$ cat src/uart_defs.svh
// UART widths and register map
`ifndef UART_DEFS_SVH
`define UART_DEFS_SVH

`define UART_DATA_W       8
`define UART_DIV_W        16
`define UART_FIFO_DEPTH   16

`define APB_ADDR_W        32
`define APB_DATA_W        32

// Byte addresses of the word registers
`define UART_CLK_DIV_ADDR 32'h0000_0000
`define UART_CONTROL_ADDR 32'h0000_0004
`define UART_TX_DATA_ADDR 32'h0000_0008
`define UART_RX_DATA_ADDR 32'h0000_000C
`define UART_STATUS_ADDR  32'h0000_0010

`endif

$ cat src/uart_line_pkg.sv
// UART serial-side types
`include "uart_defs.svh"

package uart_line_pkg;

    typedef logic [`UART_DATA_W-1:0] uart_byte_t;
    typedef logic [`UART_DIV_W-1:0]  uart_div_t;   // Clock cycles per bit

    typedef struct packed {
        logic parity_odd;                          // Wins over even when both are set
        logic parity_even;
    } parity_cfg_t;

    // Producer side of a byte stream, ready travels back on its own wire
    typedef struct packed {
        logic       valid;
        uart_byte_t data;
    } byte_stream_t;

endpackage

$ cat src/uart_reg_pkg.sv
// UART register-side types
`include "uart_defs.svh"

package uart_reg_pkg;

    typedef logic [`APB_ADDR_W-1:0] apb_addr_t;
    typedef logic [`APB_DATA_W-1:0] apb_data_t;

    typedef struct packed {
        logic      psel;
        logic      penable;
        logic      pwrite;
        apb_addr_t paddr;
        apb_data_t pwdata;
    } apb_req_t;

    typedef struct packed {
        apb_data_t prdata;
        logic      pready;
        logic      pslverr;
    } apb_rsp_t;

    typedef struct packed {
        logic [`APB_DATA_W-5:0] rsrvd;
        logic                   parity_even;
        logic                   parity_odd;
        logic                   rx_rstn;
        logic                   tx_rstn;       // Bit 0
    } ctrl_reg_t;

    typedef struct packed {
        logic [`APB_DATA_W-5:0] rsrvd;
        logic                   tx_busy;
        logic                   parity_err;
        logic                   tx_fifo_full;
        logic                   rx_fifo_empty; // Bit 0
    } status_reg_t;

endpackage

$ cat src/apb_uart.sv
// APB UART top level
`timescale 1ns/1ns

module apb_uart (
    input  logic                   clk_i,
    input  logic                   rstn_i,
    input  uart_reg_pkg::apb_req_t apb_i,
    output uart_reg_pkg::apb_rsp_t apb_o,
    input  logic                   uart_rx_i,
    output logic                   uart_tx_o
);
    import uart_line_pkg::*;

    byte_stream_t tx_stream;
    logic         tx_ready;
    logic         tx_full;
    logic         tx_busy;
    byte_stream_t rx_stream;
    logic         rx_ready;
    uart_div_t    clk_div;
    parity_cfg_t  parity;
    logic         tx_rstn;     // Already combined with rstn_i
    logic         rx_rstn;
    logic         parity_err;

    apb_uart_regs u_regs (
        .clk_i       (clk_i),
        .rstn_i      (rstn_i),
        .apb_i       (apb_i),
        .apb_o       (apb_o),
        .tx_o        (tx_stream),
        .tx_ready_i  (tx_ready),
        .tx_full_i   (tx_full),
        .tx_busy_i   (tx_busy),
        .rx_i        (rx_stream),
        .rx_ready_o  (rx_ready),
        .parity_err_i(parity_err),
        .div_o       (clk_div),
        .parity_o    (parity),
        .tx_rstn_o   (tx_rstn),
        .rx_rstn_o   (rx_rstn)
    );

    uart_tx u_tx (
        .clk_i     (clk_i),
        .rstn_i    (tx_rstn),
        .div_i     (clk_div),
        .parity_i  (parity),
        .in_i      (tx_stream),
        .in_ready_o(tx_ready),
        .full_o    (tx_full),
        .busy_o    (tx_busy),
        .uart_tx_o (uart_tx_o)
    );

    uart_rx u_rx (
        .clk_i       (clk_i),
        .rstn_i      (rx_rstn),
        .div_i       (clk_div),
        .parity_i    (parity),
        .uart_rx_i   (uart_rx_i),
        .out_o       (rx_stream),
        .out_ready_i (rx_ready),
        .parity_err_o(parity_err)
    );

endmodule

$ cat src/apb_uart_regs.sv
// APB register block of the UART
`timescale 1ns/1ns
`include "uart_defs.svh"

module apb_uart_regs (
    input  logic                        clk_i,
    input  logic                        rstn_i,
    input  uart_reg_pkg::apb_req_t      apb_i,
    output uart_reg_pkg::apb_rsp_t      apb_o,
    output uart_line_pkg::byte_stream_t tx_o,
    input  logic                        tx_ready_i,
    input  logic                        tx_full_i,
    input  logic                        tx_busy_i,
    input  uart_line_pkg::byte_stream_t rx_i,
    output logic                        rx_ready_o,
    input  logic                        parity_err_i,
    output uart_line_pkg::uart_div_t    div_o,
    output uart_line_pkg::parity_cfg_t  parity_o,
    output logic                        tx_rstn_o,
    output logic                        rx_rstn_o
);
    import uart_line_pkg::*;
    import uart_reg_pkg::*;

    logic        wr_access;
    logic        rd_access;
    uart_div_t   div_q;
    ctrl_reg_t   ctrl_q;
    logic        tx_valid_q;
    uart_byte_t  tx_data_q;
    logic        parity_err_q;
    status_reg_t status;

    assign wr_access = apb_i.psel & apb_i.penable & apb_i.pwrite;
    assign rd_access = apb_i.psel & apb_i.penable & ~apb_i.pwrite;

    assign rx_ready_o = rd_access & (apb_i.paddr == `UART_RX_DATA_ADDR);   // Read pops
    assign tx_o       = '{valid: tx_valid_q, data: tx_data_q};
    assign div_o      = div_q;
    assign parity_o   = '{parity_odd: ctrl_q.parity_odd, parity_even: ctrl_q.parity_even};
    assign tx_rstn_o  = rstn_i & ctrl_q.tx_rstn;
    assign rx_rstn_o  = rstn_i & ctrl_q.rx_rstn;

    assign status = '{rsrvd: '0, tx_busy: tx_busy_i, parity_err: parity_err_q,
                      tx_fifo_full: tx_full_i, rx_fifo_empty: ~rx_i.valid};

    always_ff @(posedge clk_i) begin
        if (!rstn_i) begin
            div_q      <= '0;
            ctrl_q     <= '0;
            tx_valid_q <= 1'b0;
        end else begin
            if (wr_access && apb_i.paddr == `UART_CLK_DIV_ADDR) div_q <= uart_div_t'(apb_i.pwdata);
            if (wr_access && apb_i.paddr == `UART_CONTROL_ADDR) ctrl_q <= apb_i.pwdata;
            if (wr_access && apb_i.paddr == `UART_TX_DATA_ADDR) tx_valid_q <= 1'b1;
            else if (tx_ready_i) tx_valid_q <= 1'b0;
        end
    end

    always_ff @(posedge clk_i) begin
        if (wr_access && apb_i.paddr == `UART_TX_DATA_ADDR) begin
            tx_data_q <= uart_byte_t'(apb_i.pwdata);     // Overwrites a byte still pending
        end
    end

    // Sticky until the receive path goes through reset
    always_ff @(posedge clk_i) begin
        if (!rx_rstn_o) parity_err_q <= 1'b0;
        else if (parity_err_i) parity_err_q <= 1'b1;
    end

    always_comb begin
        apb_o.prdata  = '0;
        apb_o.pready  = 1'b1;
        apb_o.pslverr = 1'b0;
        if (rd_access) begin
            case (apb_i.paddr)
                `UART_CLK_DIV_ADDR: apb_o.prdata = apb_data_t'(div_q);
                `UART_CONTROL_ADDR: apb_o.prdata = ctrl_q;
                `UART_RX_DATA_ADDR: apb_o.prdata = rx_i.valid ? apb_data_t'(rx_i.data) : '0;
                `UART_STATUS_ADDR:  apb_o.prdata = status;
                default:            apb_o.prdata = '0;               // TX data is write only
            endcase
        end
    end

    a_pready : assert property (@(posedge clk_i) disable iff (!rstn_i)
        (apb_i.psel && apb_i.penable) |-> apb_o.pready);

endmodule

$ cat src/uart_fifo.sv
// Synchronous byte FIFO
`timescale 1ns/1ns
`include "uart_defs.svh"

module uart_fifo #(
    parameter int DEPTH = `UART_FIFO_DEPTH
) (
    input  logic                        clk_i,
    input  logic                        rstn_i,
    input  uart_line_pkg::byte_stream_t in_i,
    output logic                        in_ready_o,
    output uart_line_pkg::byte_stream_t out_o,
    input  logic                        out_ready_i,
    output logic                        full_o
);
    import uart_line_pkg::*;

    localparam int PTR_W = (DEPTH > 1) ? $clog2(DEPTH) : 1;
    localparam int CNT_W = $clog2(DEPTH + 1);

    uart_byte_t       mem [DEPTH];
    logic [PTR_W-1:0] wr_ptr_q;
    logic [PTR_W-1:0] rd_ptr_q;
    logic [CNT_W-1:0] count_q;
    logic             push;
    logic             pop;

    function automatic logic [PTR_W-1:0] ptr_next(logic [PTR_W-1:0] ptr);
        return (ptr == PTR_W'(DEPTH - 1)) ? '0 : ptr + 1'b1;
    endfunction

    assign full_o     = (count_q == CNT_W'(DEPTH));
    assign in_ready_o = ~full_o;
    assign out_o      = '{valid: (count_q != '0), data: mem[rd_ptr_q]};
    assign push       = in_i.valid & in_ready_o;
    assign pop        = out_o.valid & out_ready_i;

    always_ff @(posedge clk_i) begin
        if (push) begin
            mem[wr_ptr_q] <= in_i.data;
        end
    end

    always_ff @(posedge clk_i) begin
        if (!rstn_i) begin
            wr_ptr_q <= '0;
            rd_ptr_q <= '0;
            count_q  <= '0;
        end else begin
            if (push) wr_ptr_q <= ptr_next(wr_ptr_q);
            if (pop) rd_ptr_q <= ptr_next(rd_ptr_q);
            if (push && !pop) count_q <= count_q + 1'b1;
            else if (pop && !push) count_q <= count_q - 1'b1;
        end
    end

    a_count_bound : assert property (@(posedge clk_i) disable iff (!rstn_i)
        count_q <= CNT_W'(DEPTH));
    a_no_underflow : assert property (@(posedge clk_i) disable iff (!rstn_i)
        (count_q == '0) |=> (count_q <= CNT_W'(1)));

endmodule

$ cat src/uart_rx.sv
// UART receive path
`timescale 1ns/1ns
`include "uart_defs.svh"

module uart_rx (
    input  logic                        clk_i,
    input  logic                        rstn_i,
    input  uart_line_pkg::uart_div_t    div_i,
    input  uart_line_pkg::parity_cfg_t  parity_i,
    input  logic                        uart_rx_i,
    output uart_line_pkg::byte_stream_t out_o,
    input  logic                        out_ready_i,
    output logic                        parity_err_o
);
    import uart_line_pkg::*;

    typedef enum logic [2:0] {IDLE, START, DATA, PARITY, STOP} rx_state_e;

    rx_state_e    state_q;
    logic [1:0]   sync_q;
    logic         rx_prev_q;
    logic         rx_s;
    logic         par_en;
    logic         bit_end;
    logic         mid_start;
    uart_div_t    baud_cnt_q;
    logic [2:0]   bit_cnt_q;
    uart_byte_t   shift_q;
    logic         par_bad_q;
    logic         push_q;
    logic         parity_err_q;
    byte_stream_t fifo_in;

    uart_fifo u_rx_fifo (
        .clk_i      (clk_i),
        .rstn_i     (rstn_i),
        .in_i       (fifo_in),
        .in_ready_o (),                                        // Line cannot stall, full drops
        .out_o      (out_o),
        .out_ready_i(out_ready_i),
        .full_o     ()
    );

    assign rx_s         = sync_q[1];
    assign par_en       = parity_i.parity_odd | parity_i.parity_even;
    assign bit_end      = (baud_cnt_q == div_i - 1'b1);
    assign mid_start    = (baud_cnt_q == (div_i >> 1));
    assign fifo_in      = '{valid: push_q, data: shift_q};     // Shift register holds until next frame
    assign parity_err_o = parity_err_q;

    always_ff @(posedge clk_i) begin
        if (!rstn_i) begin
            sync_q    <= 2'b11;
            rx_prev_q <= 1'b1;
        end else begin
            sync_q    <= {sync_q[0], uart_rx_i};
            rx_prev_q <= rx_s;
        end
    end

    // ~~~~~~~~~~~~~~~~~~~~~~~~~~~~~~~~~~~~~~~~~~~~~~~~~~~~~~~~~~~~~~~~~~
    // Mid-bit sampler

    always_ff @(posedge clk_i) begin
        if (state_q == DATA && bit_end) begin
            shift_q <= {rx_s, shift_q[`UART_DATA_W-1:1]};        // LSB arrives first
        end
    end

    always_ff @(posedge clk_i) begin
        if (!rstn_i) begin
            state_q      <= IDLE;
            baud_cnt_q   <= '0;
            bit_cnt_q    <= '0;
            par_bad_q    <= 1'b0;
            push_q       <= 1'b0;
            parity_err_q <= 1'b0;
        end else begin
            push_q       <= 1'b0;
            parity_err_q <= 1'b0;
            if (state_q == IDLE || bit_end || (state_q == START && mid_start)) begin
                baud_cnt_q <= '0;
            end else begin
                baud_cnt_q <= baud_cnt_q + 1'b1;
            end
            case (state_q)
                IDLE: if (rx_prev_q && !rx_s) begin
                    par_bad_q <= 1'b0;
                    state_q   <= START;
                end
                START: if (mid_start) begin
                    bit_cnt_q <= '0;
                    state_q   <= rx_s ? IDLE : DATA;         // Glitch, not a start bit
                end
                DATA: if (bit_end) begin
                    bit_cnt_q <= bit_cnt_q + 1'b1;
                    if (bit_cnt_q == 3'(`UART_DATA_W - 1)) state_q <= par_en ? PARITY : STOP;
                end
                PARITY: if (bit_end) begin
                    par_bad_q <= rx_s ^ (^shift_q) ^ parity_i.parity_odd;
                    state_q   <= STOP;
                end
                STOP: if (bit_end) begin
                    push_q       <= 1'b1;
                    parity_err_q <= par_en & par_bad_q;
                    state_q      <= IDLE;
                end
                default: state_q <= IDLE;
            endcase
        end
    end

endmodule

$ cat src/uart_tx.sv
// UART transmit path
`timescale 1ns/1ns
`include "uart_defs.svh"

module uart_tx (
    input  logic                        clk_i,
    input  logic                        rstn_i,
    input  uart_line_pkg::uart_div_t    div_i,
    input  uart_line_pkg::parity_cfg_t  parity_i,
    input  uart_line_pkg::byte_stream_t in_i,
    output logic                        in_ready_o,
    output logic                        full_o,
    output logic                        busy_o,
    output logic                        uart_tx_o
);
    import uart_line_pkg::*;

    typedef enum logic [2:0] {IDLE, START, DATA, PARITY, STOP} tx_state_e;

    tx_state_e    state_q;
    byte_stream_t fifo_out;
    logic         fifo_rd_ready;
    logic         load;
    logic         bit_end;
    uart_div_t    baud_cnt_q;
    logic [2:0]   bit_cnt_q;
    uart_byte_t   shift_q;
    logic         par_bit_q;
    logic         tx_q;

    uart_fifo u_tx_fifo (
        .clk_i      (clk_i),
        .rstn_i     (rstn_i),
        .in_i       (in_i),
        .in_ready_o (in_ready_o),
        .out_o      (fifo_out),
        .out_ready_i(fifo_rd_ready),
        .full_o     (full_o)
    );

    assign fifo_rd_ready = (state_q == IDLE);                  // Pop as the frame starts
    assign load          = fifo_rd_ready & fifo_out.valid;
    assign bit_end       = (baud_cnt_q == div_i - 1'b1);
    assign busy_o        = fifo_out.valid | (state_q != IDLE);
    assign uart_tx_o     = tx_q;

    // ~~~~~~~~~~~~~~~~~~~~~~~~~~~~~~~~~~~~~~~~~~~~~~~~~~~~~~~~~~~~~~~~~~
    // Frame serializer

    always_ff @(posedge clk_i) begin
        if (load) begin
            shift_q   <= fifo_out.data;
            par_bit_q <= (^fifo_out.data) ^ parity_i.parity_odd;
        end else if (state_q == DATA && bit_end) begin
            shift_q <= shift_q >> 1;
        end
    end

    always_ff @(posedge clk_i) begin
        if (!rstn_i) begin
            state_q    <= IDLE;
            baud_cnt_q <= '0;
            bit_cnt_q  <= '0;
            tx_q       <= 1'b1;
        end else begin
            baud_cnt_q <= (state_q == IDLE || bit_end) ? '0 : baud_cnt_q + 1'b1;
            case (state_q)
                IDLE: if (load) begin
                    tx_q    <= 1'b0;
                    state_q <= START;
                end
                START: if (bit_end) begin
                    tx_q      <= shift_q[0];
                    bit_cnt_q <= '0;
                    state_q   <= DATA;
                end
                DATA: if (bit_end) begin
                    bit_cnt_q <= bit_cnt_q + 1'b1;
                    if (bit_cnt_q == 3'(`UART_DATA_W - 1)) begin
                        tx_q    <= (parity_i.parity_odd | parity_i.parity_even) ? par_bit_q : 1'b1;
                        state_q <= (parity_i.parity_odd | parity_i.parity_even) ? PARITY : STOP;
                    end else begin
                        tx_q <= shift_q[1];
                    end
                end
                PARITY: if (bit_end) begin
                    tx_q    <= 1'b1;
                    state_q <= STOP;
                end
                STOP: if (bit_end) state_q <= IDLE;
                default: state_q <= IDLE;
            endcase
        end
    end

    a_idle_high : assert property (@(posedge clk_i) disable iff (!rstn_i)
        (state_q == IDLE) |-> uart_tx_o);

endmodule
$ cat config.mk
export PLATFORM = sky130hd
export DESIGN_NAME = apb_uart
export DESIGN_NICKNAME = d
export VERILOG_FILES = /design/src/uart_line_pkg.sv /design/src/uart_reg_pkg.sv /design/src/apb_uart.sv /design/src/apb_uart_regs.sv /design/src/uart_fifo.sv /design/src/uart_rx.sv /design/src/uart_tx.sv
export VERILOG_INCLUDE_DIRS = /design/src /design/src/src
export SDC_FILE = /design/constraint.sdc
export NUM_CORES = 1
export LEC_CHECK = 0
export BUFFER_PORTS_ARGS = -buffer_cell sky130_fd_sc_hd__buf_2
export CAP_MARGIN = 25
export CELL_PAD_IN_SITES_DETAIL_PLACEMENT = 2
export CELL_PAD_IN_SITES_GLOBAL_PLACEMENT = 2
export CORE_UTILIZATION = 35
export CTS_CLUSTER_SIZE = 28
export DETAILED_ROUTE_END_ITERATION = 7
export PLACE_DENSITY = 0.69
export SLEW_MARGIN = 20
export SYNTH_ARGS = -nofsm -noshare
export SYNTH_HDL_FRONTEND = slang
export SYNTH_SLANG_ARGS = --single-unit
$ cat constraint.sdc
create_clock -name clk_i -period 3.69 [get_ports clk_i]
set_clock_uncertainty 0.05 [all_clocks]
set_input_delay 0.1845 -clock clk_i [delete_from_list [all_inputs] [get_ports clk_i]]
set_output_delay 0.1845 -clock clk_i [all_outputs]
set_load 0.01 [all_outputs]
==> results of run 1 <==
[metal layers]
metal	share of wire, %	vias to the layer above
met3	3.1	61
met1	45	6326
met2	50	186
li1	-	5509
met4	2.2	0
met5	0	-
[sequential cells by signal, indices dropped and copies added (netlist names), 4 cells and up, named ones only]
name,count
u_regs.ctrl_q,30
u_regs.div_o,16
u_regs.tx_data_q,8
u_rx.baud_cnt_q,16
u_rx.shift_q,8
u_rx.u_rx_fifo.count_q,5
u_rx.u_rx_fifo.mem,128
u_rx.u_rx_fifo.rd_ptr_q,4
u_rx.u_rx_fifo.wr_ptr_q,4
u_tx.baud_cnt_q,16
u_tx.shift_q,8
u_tx.u_tx_fifo.count_q,5
u_tx.u_tx_fifo.mem,128
u_tx.u_tx_fifo.rd_ptr_q,4
u_tx.u_tx_fifo.wr_ptr_q,4
[timing repair]
action,4_1_cts,5_1_grt
setup endpoints to repair,0,25
hold endpoints to repair,57,0
hold buffers,33,0
setup buffers,0,2
gates resized for setup,0,4
[per-stage QoR]
| stage | hold WS (ns) | setup WS [ns] | util (%) | instances |
|---|---|---|---|---|
| 2_1_floorplan | 0.233 | 0.00422 | - | 1407 |
| 3_3_place_gp | 0.325 | 0.220 | 38.4 | 2156 |
| 3_5_place_dp | 0.343 | 0.0349 | 38.4 | 2156 |
| 4_1_cts | 0.00864 | 0.0756 | 41.9 | 2275 |
| 5_1_grt | 0.0430 | 0.00113 | 42.0 | 2277 |
| 6_report | 0.0319 | 0.202 | 42.0 | 2277 |
[logic make-up (layout without fill, tap and decap cells)]
family,Yosys count,after routing,synth area share (%)
flops,416,416,60.8
xor+xnor,112,112,5.58
fa+ha+maj,27,27,1.92
compound gates,184,184,7.10
mux,87,87,9.94
buf+inv,108,298,2.37
simple gates,471,471,12.3
other cells,2,2,0.0410
[power groups by stage]
stage	combinational (mW)	clock, mW	sequential (mW)
2_1_floorplan	0.0211	0	5.02
3_3_place_gp	0.0759	0	5.02
3_5_place_dp	0.0785	0	5.02
4_1_cts	0.107	4.68	4.92
5_1_grt	0.115	4.85	4.91
6_report	0.107	4.55	4.92
[area by class of cell]
class | count | area share [%]
tap | 680 | 3.93
clock inverter | 29 | 1.12
multi-input combinational | 883 | 31.4
sequential | 416 | 51.5
inverter | 19 | 0.330
timing repair buffer | 193 | 6.02
clock buffer | 57 | 5.71
[layout by cell type, fill, tap and decap left out, types with 22 or more instances in the layout]
| cell | synthesis | routed |
|---|---|---|
| a21boi_0 | 48 | 48 |
| and2_1 | 22 | 22 |
| dlygate4sd3_1 | 0 | 33 |
| a21oi_1 | 30 | 30 |
| mux4_2 | 76 | 76 |
| clkbuf_16 | 0 | 48 |
| buf_2 | 4 | 102 |
| buf_4 | 2 | 56 |
| nand3_1 | 41 | 41 |
| xnor2_1 | 60 | 60 |
| edfxtp_1 | 281 | 281 |
| nor2_1 | 132 | 132 |
| ha_1 | 25 | 25 |
| xor2_1 | 49 | 49 |
| nand2_1 | 145 | 145 |
| dfxtp_1 | 135 | 133 |
| nor3_1 | 22 | 22 |
[final timing paths]
| path | endpoint | from | slack [ns] | cells after the start |
|---|---|---|---|---|
| min reg2reg | u_rx.sync_q[1] | u_rx.sync_q[0] | 0.36 | 1 |
| max reg2reg | u_tx.shift_q[3] | u_regs.div_o[1] | 0.20 | 10 |
| min | u_regs.div_o[11] | rstn_i | 0.03 | 2 |
| max | u_tx.shift_q[3] | u_regs.div_o[1] | 0.20 | 10 |
==> summary.md, run 1 <==
| Metric | Value |
|---|---|
| Routed Wire Length | 53.5 mm |
| Max Cap Viol | 0 |
| #FFs+latches synth | 416 |
| Fin crit period | 3.49 ns |
| FMAX | 287 MHz |
| Port Buffers | 102 |
| Inserted Clock Buffers | 47 |
| Crit path buf inv count | 2 |
| Psw | 1.95 mW |
| Synth warn | 0 |
| Final Max Tran Viols | 0 |
| Initial antenna violation count | 1 |
| Part of the power in the clock network | 47.5% |
| Leakage | 7.60 nW |
| Clock Tree Buf Depth | 3 |
| Syn nets | 1504 |
| Synth top area cells | edfxtp_1 (46%), dfxtp_1 (15%), mux4_2 (9.3%) |
| Placed Area | 19800 µm² |
| Grt peak-use layer | met2 |
| Combinational share of power | 1.1% |
| DP HPWL | 36.8 mm |
| Slowest stage delay, CP | 0.54 ns |
| First-pass GRT wire length | 82.9 mm |
| Crit path cell chain | inv_1, ha_1, or4b_1, or2_1, o32a_1, a2111oi_1, and4b_2, nand2_1, o21ai_0, buf_4 |
| DR pass1 iterations | 5 |
| CP Launch Type | register |
| Post-synth EDFFs | 281 |
| Critical path capture point type | register |
| Vias in the first global route | 13370 |
| Most frequent cells after synthesis | edfxtp_1 (281), nand2_1 (145), dfxtp_1 (135) |
| Area occupied by multi-input gates | 6780 µm² |
| Most frequent cell after synthesis | edfxtp_1 |
| Met1 usage | 27.2% |
| Slowest library cell on the worst path | or4b_1 |
| Worst-path clk slew | 0.06 ns |
| PD cells | 443 nW/µm² |
| Post-synthesis sequential area ratio | 60.8% |
| Num rows | 83 |
| Setup TNS | 0 ns |
| Slew HR | 29.0% |
| Fin crit share | 94.5% |
| Via density | 5.31 |
| Starting Density | 35.6% |
| Met2 Use GR | 35.1% |
| Yosys top cell area share | 46.0% |
| Synth area leader | edfxtp_1 |
| Fillers | 5161 |
| Area grow syn2layout | 18.0% |
| Clk root buf | clkbuf_16 |
| Largest net degree at the start of global routing | 33 |
| DRC viols | 0 |
| Iter 0 DRT Violations | 641 |
| Antenna Cells | 0 |
| Placer Congestion | 0.747 |
| Critical path class | reg2reg |
| Final Cell Area | 21600 µm² |
| RSZ-0062 raised after global routing | no |
| CP arrival | 3.72 ns |
| Most common flop cell mapped by yosys | edfxtp_1 |
| # IOs | 105 |
| Layout cells sized above 1 | 19.9% |
| H-tree levels | 2 |
| Run status | complete, no violations |
| Avg WL per Cell | 23.5 µm |
| Switching share of total power | 20.4% |
| Pwr Total | 9.58 mW |
| Cell family with most CP delay | simple AND/OR/NAND/NOR gates |
| Final #Nets | 1657 |
| Syn_area_per_cell | 13.0 µm² |
| Critical path required time | 3.92 ns |
| Crit Path Max Fanout | 8 |
| Hold Fails Final Rpt | 0 |
| Post-route ant nets | 0 |
| Gr usage total | 20.5% |
| Storage cell area | 11100 µm² |
| GR Util met3 | 2.46% |
| Distinct cell type count of the synthesized netlist | 79 |
| # setup viols final | 0 |
| Slew @ Worst Pin | 1.06 ns |
| CTS tree | built |
| Worst ir drop on vdd | 0.411 mV |
| Power Internal | 7.63 mW |
| Die Y-Extent | 231 µm |
| Synthesized cell area | 18300 µm² |
| Post-Synthesis Cells | 1407 |
| Worst hold path class | in2reg |
| Seq pwr share | 51.3% |
| GRT overflow | 0 |
| Ys async rst share | 0% |
| Width of the die | 231 µm |
| DR vias | 12082 |
| Clk_lat worst skew | 0.58 ns |
| Core area | 51500 µm² |
| Clock Sinks | 416 |
| Die Area | 53300 µm² |
No activity file was read; power rests on OpenSTA's default activity.
==> run 2: changes to the inputs <==
Settings changed: CTS_BUF_LIST set to sky130_fd_sc_hd__clkbuf_2 sky130_fd_sc_hd__clkbuf_4 sky130_fd_sc_hd__clkbuf_8, CTS_CLUSTER_SIZE 28 to not set, GPL_TIMING_DRIVEN set to 0.
==> summary.md, run 2 (synthesized netlist as in run 1, its figures left out) <==
| Metric | Value |
|---|---|
| Run status | complete, no violations (unchanged) |
| Inserted Clock Buffers | 75 (was 47) |
| Final Cell Area | 22000 µm² (was 21600 µm²) |
| Worst-path clk slew | 0.06 ns (about the same) |
| Largest net degree at the start of global routing | 19 (was 33) |
| # IOs | 105 (unchanged) |
| Clock Sinks | 416 (unchanged) |
| Layout cells sized above 1 | 23.0% (was 19.9%) |
| DR vias | 12565 (was 12082) |
| Hold Fails Final Rpt | 0 (unchanged) |
| Pre-CTS WS | -0.778 ns (was 0.0349 ns) |
| Critical path class | reg2reg (unchanged) |
| Storage cell area | 11100 µm² (about the same) |
| Fillers | 5239 (was 5161) |
| Core area | 51500 µm² (unchanged) |
| PnR worst setup slack | 0.0898 ns (was 0.202 ns) |
| DP HPWL | 39.4 mm (was 36.8 mm) |
| CP Launch Type | register (unchanged) |
| Final #Nets | 1737 (was 1657) |
| First-pass GRT wire length | 85.3 mm (was 82.9 mm) |
| Area occupied by multi-input gates | 6920 µm² (was 6780 µm²) |
| Clk root buf | clkbuf_8 (was clkbuf_16) |
| CTS tree | built (unchanged) |
| Area grow syn2layout | 19.8% (was 18.0%) |
| Commonest non-fill, non-tap cells in the layout | edfxtp_1 (281), nand2_1 (145), dfxtp_1 (135) (was edfxtp_1 (281), nand2_1 (145), dfxtp_1 (133)) |
| Slew HR | 28.1% (was 29.0%) |
| Die Y-Extent | 231 µm (unchanged) |
| Iter 0 DRT Violations | 736 (was 641) |
| Num rows | 83 (unchanged) |
| Port Buffers | 102 (unchanged) |
| Routed Wire Length | 56.2 mm (was 53.5 mm) |
| Hold_ws | 0.0757 ns (was 0.0319 ns) |
| Most common cell after layout, fill and taps aside | edfxtp_1 (unchanged) |
| Post-route ant nets | 0 (unchanged) |
| Avg WL per Cell | 23.6 µm (was 23.5 µm) |
| Placed Area | 19800 µm² (about the same) |
| Critical path capture point type | register (unchanged) |
| Slew @ Worst Pin | 1.07 ns (was 1.06 ns) |
| Post-layout util | 42.7% (was 42.0%) |
| GRT overflow | 0 (unchanged) |
| # setup viols final | 0 (unchanged) |
| Final Max Tran Viols | 0 (unchanged) |
| Post-route insts no fill | 2383 (was 2277) |
| Max Cap Viol | 0 (unchanged) |
| Leakage | 7.76 nW (was 7.60 nW) |
| PD cells | 436 nW/µm² (was 443 nW/µm²) |
| DR pass1 iterations | 5 (unchanged) |
| Fin crit share | 97.6% (was 94.5%) |
| Fin crit period | 3.60 ns (was 3.49 ns) |
| Critical path required time | 3.99 ns (was 3.92 ns) |
| Worst hold path class | in2reg (unchanged) |
| Starting Density | 35.6% (unchanged) |
| Crit Path Max Fanout | 8 (unchanged) |
| Vias in the first global route | 13846 (was 13370) |
| Largest regs | u_rx.u_rx_fifo.mem (128), u_tx.u_tx_fifo.mem (128), u_regs.ctrl_q (30) (unchanged) |
| Die Area | 53300 µm² (unchanged) |
| Worst ir drop on vdd | 0.286 mV (was 0.411 mV) |
| Placed cells | 2198 (was 2156) |
| Gr usage total | 21.5% (was 20.5%) |
| Initial antenna violation count | 4 (was 1) |
| Placer Congestion | 0.766 (was 0.747) |
| CP arrival | 3.90 ns (was 3.72 ns) |
| H-tree levels | 3 (was 2) |
| Via density | 5.27 (was 5.31) |
| FMAX | 278 MHz (was 287 MHz) |
| DRC viols | 0 (unchanged) |
| Antenna Cells | 0 (unchanged) |
| Width of the die | 231 µm (unchanged) |
| Clock Tree Buf Depth | 3 (unchanged) |
| Clk_lat worst skew | 0.67 ns (was 0.58 ns) |
-- run 2: changes by cell type in the layout (fill, tap and decap cells not counted), sizes merged --
cell | before | now
buf | 160 | 140
bufinv | 4 | 1
clkbuf | 57 | 187
clkdlybuf4s15 | 0 | 1
clkinv | 25 | 13
clkinvlp | 0 | 2
dlygate4sd3 | 33 | 38
inv | 19 | 22
-- run 2: worst paths after layout --
check | start | end | slack, ns | depth (start not counted)
setup / recovery | u_regs.div_o[0] | u_tx.shift_q[1] | 0.09 | 11
hold / removal | rstn_i | u_tx.u_tx_fifo.count_q[4] | 0.08 | 3
setup reg to reg | u_regs.div_o[0] | u_tx.shift_q[1] | 0.09 | 11
hold reg to reg | u_rx.sync_q[0] | u_rx.sync_q[1] | 0.37 | 1
-- run 2: cell type report --
type | instances | area share (%)
multi-input combinational | 883 | 31.5
timing repair buffer | 160 | 4.71
inverter | 19 | 0.325
clock buffer | 121 | 6.50
sequential | 416 | 50.7
clock inverter | 19 | 0.649
tap | 680 | 3.87
buffer | 85 | 1.74
-- run 2: repair_timing --
item / 4_1_cts / 5_1_grt
buffers inserted: 1 / 6
hold endpoints to repair: 61 / 0
hold buffers: 38 / 0
gates cloned: 0 / 0
gates resized for setup: 37 / 21
setup endpoints to repair: 55 / 54
pin swaps: 1 / 3
-- run 2: layer usage --
| layer | track usage, % | up-vias | part of all wire (%) | routed length, µm |
|---|---|---|---|---|
| met5 | 0 | - | 0.014 | 8 |
| met4 | 7.80 | 2 | 2.7 | 1540 |
| met3 | 3.67 | 109 | 3.6 | 2010 |
| met2 | 37.2 | 246 | 51 | 28500 |
| met1 | 26.8 | 6520 | 43 | 24100 |
| li1 | - | 5688 | - | - |
-- run 2: where the power goes --
group	switching [mW]	internal, mW	total (mW)
clock	2.00	2.54	4.54
sequential	0.0000000000483	4.92	4.92
combinational	0.0552	0.0627	0.118
-- run 2: through the flow --
| step | TNS [ns] | power [mW] |
|---|---|---|
| 5_1_grt | -1.11 | 9.89 |
| 6_report | 0 | 9.58 |
| 3_3_place_gp | -17.62 | 5.10 |
| 3_5_place_dp | -14.05 | 5.10 |
| 2_1_floorplan | 0 | 5.04 |
| 4_1_cts | 0 | 9.70 |
-- run 2: critical path, stage by stage (launching register included) --
cell and delay, ns:
dfxtp_1 0.29, buf_2 0.19, inv_1 0.09, ha_2 0.25, or4b_4 0.53, or2_1 0.29
o32a_1 0.38, a2111oi_2 0.30, and4b_2 0.32, nand2_1 0.15, o21ai_4 0.24, buf_2 0.19
==> run 3: changes to the inputs <==
--- a/constraint.sdc
+++ b/constraint.sdc
@@ -4,2 +4,2 @@
 set_output_delay 0.1845 -clock clk_i [all_outputs]
-set_load 0.01 [all_outputs]
+set_load 0.05 [all_outputs]
==> summary.md, run 3 (synthesized netlist as in run 1, its figures left out) <==
| Metric | Value |
|---|---|
| Vias in the first global route | 13854 (was 13846) |
| Critical path class | reg2reg (unchanged) |
| Clock Tree Buf Depth | 3 (unchanged) |
| Final Cell Area | 22000 µm² (about the same) |
| Die Y-Extent | 231 µm (unchanged) |
| Pre-CTS WS | -0.778 ns (unchanged) |
| Fin crit share | 97.6% (about the same) |
| Worst hold path class | in2reg (unchanged) |
| Leakage | 7.76 nW (about the same) |
| Slew @ Worst Pin | 1.07 ns (about the same) |
| Hold Fails Final Rpt | 0 (unchanged) |
| Crit Path Max Fanout | 8 (unchanged) |
| Inserted Clock Buffers | 75 (unchanged) |
| H-tree levels | 3 (unchanged) |
| Run status | complete, no violations (unchanged) |
| Critical Path Source | u_regs.div_o[0] (unchanged) |
| Gr usage total | 21.5% (about the same) |
| Critical path required time | 3.99 ns (about the same) |
| Avg WL per Cell | 23.6 µm (about the same) |
| Final #Nets | 1736 (was 1737) |
| Post-layout util | 42.7% (about the same) |
| GRT overflow | 0 (unchanged) |
| Area grow syn2layout | 19.8% (about the same) |
| Core area | 51500 µm² (unchanged) |
| Largest net degree at the start of global routing | 19 (unchanged) |
| Width of the die | 231 µm (unchanged) |
| DR pass1 iterations | 4 (was 5) |
| Worst-path clk slew | 0.06 ns (about the same) |
| Pwr Total | 9.58 mW (about the same) |
| Fillers | 5238 (was 5239) |
| Critical path capture point type | register (unchanged) |
| Routed Wire Length | 56.2 mm (about the same) |
| Post-route ant nets | 0 (unchanged) |
| Clock Sinks | 416 (unchanged) |
| FMAX | 278 MHz (about the same) |
| Slew HR | 28.2% (was 28.1%) |
| PnR worst setup slack | 0.0892 ns (was 0.0898 ns) |
| Starting Density | 35.6% (unchanged) |
| Most common cell after layout, fill and taps aside | edfxtp_1 (unchanged) |
| Iter 0 DRT Violations | 773 (was 736) |
| Via density | 5.26 (was 5.27) |
| CP Launch Type | register (unchanged) |
| Placer Congestion | 0.766 (unchanged) |
| CTS tree | built (unchanged) |
| Placed Area | 19800 µm² (unchanged) |
| Port Buffers | 102 (unchanged) |
| Final Max Tran Viols | 0 (unchanged) |
| Clk_lat worst skew | 0.67 ns (about the same) |
| Hold_ws | 0.0804 ns (was 0.0757 ns) |
| Max Cap Viol | 0 (unchanged) |
| Fin crit period | 3.60 ns (about the same) |
| Hold Startpoint | rstn_i (unchanged) |
| Layout cells sized above 1 | 23.0% (about the same) |
| Worst ir drop on vdd | 0.286 mV (about the same) |
| Commonest non-fill, non-tap cells in the layout | edfxtp_1 (281), nand2_1 (145), dfxtp_1 (135) (unchanged) |
| DRC viols | 0 (unchanged) |
| Die Area | 53300 µm² (unchanged) |
| # setup viols final | 0 (unchanged) |
| # IOs | 105 (unchanged) |
| Antenna Cells | 0 (unchanged) |
| Num rows | 83 (unchanged) |
| PD cells | 436 nW/µm² (about the same) |
| Clk root buf | clkbuf_8 (unchanged) |
| DR vias | 12522 (was 12565) |
| Initial antenna violation count | 4 (unchanged) |
| R2r startpoint | u_regs.div_o[0] (unchanged) |
| Largest regs | u_rx.u_rx_fifo.mem (128), u_tx.u_tx_fifo.mem (128), u_regs.ctrl_q (30) (unchanged) |
| DP HPWL | 39.4 mm (unchanged) |
| CP arrival | 3.90 ns (about the same) |
| First-pass GRT wire length | 85.3 mm (about the same) |
run 3: critical path, stage by stage, from the launching register on:
cell and delay (ns):
dfxtp_1 0.29, buf_2 0.19, inv_1 0.09, ha_2 0.25, or4b_4 0.53, or2_1 0.29
o32a_1 0.38, a2111oi_2 0.30, and4b_2 0.32, nand2_1 0.15, o21ai_4 0.24, buf_2 0.19
run 3: through the flow:
stage	TNS, ns	cells
final	0	2382
after global routing	-1.11	2382
after CTS	0	2375
after detailed placement	-14.05	2198
after global placement	-20.02	2189
after floorplan	0	1407
run 3: area by class of cell:
class / instances / area [µm²] / share of cell area [%]
Sequential cell: 416 / 11100 / 50.7
Multi-Input combinational cell: 883 / 6920 / 31.5
Clock buffer: 121 / 1430 / 6.50
Timing Repair Buffer: 160 / 1040 / 4.71
Tap cell: 680 / 851 / 3.87
Buffer: 84 / 384 / 1.75
Clock inverter: 19 / 143 / 0.649
Inverter: 19 / 71.3 / 0.325
run 3: repair_timing:
action / CTS / global route
gates resized for setup: 40 / 20
hold buffers: 38 / 0
buffers inserted: 1 / 6
endpoints found under the hold margin: 61 / 0
setup endpoints to repair: 55 / 52
pin swaps: 1 / 3
run 3: layer usage:
metal | up-vias | global-route usage (%) | wire length [µm]
met3 | 110 | 3.72 | 1920
li1 | 5686 | - | -
met2 | 239 | 37.2 | 28400
met4 | 2 | 7.93 | 1590
met1 | 6485 | 26.8 | 24300
met5 | - | 0 | 8
run 3: path summary, 6_finish.rpt:
path | to | slack [ns] | depth (start not counted)
max | u_tx.shift_q[1] | 0.09 | 11
min | u_tx.u_tx_fifo.count_q[4] | 0.08 | 3
max reg2reg | u_tx.shift_q[1] | 0.09 | 11
min reg2reg | u_rx.sync_q[1] | 0.37 | 1
run 3: where the power goes:
| part | total, mW | leakage [nW] | switching (mW) | internal [mW] |
|---|---|---|---|---|
| logic | 0.122 | 2.98 | 0.0589 | 0.0628 |
| clock network | 4.55 | 0.834 | 2.01 | 2.54 |
| registers | 4.92 | 3.95 | 0.0000000000486 | 4.92 |
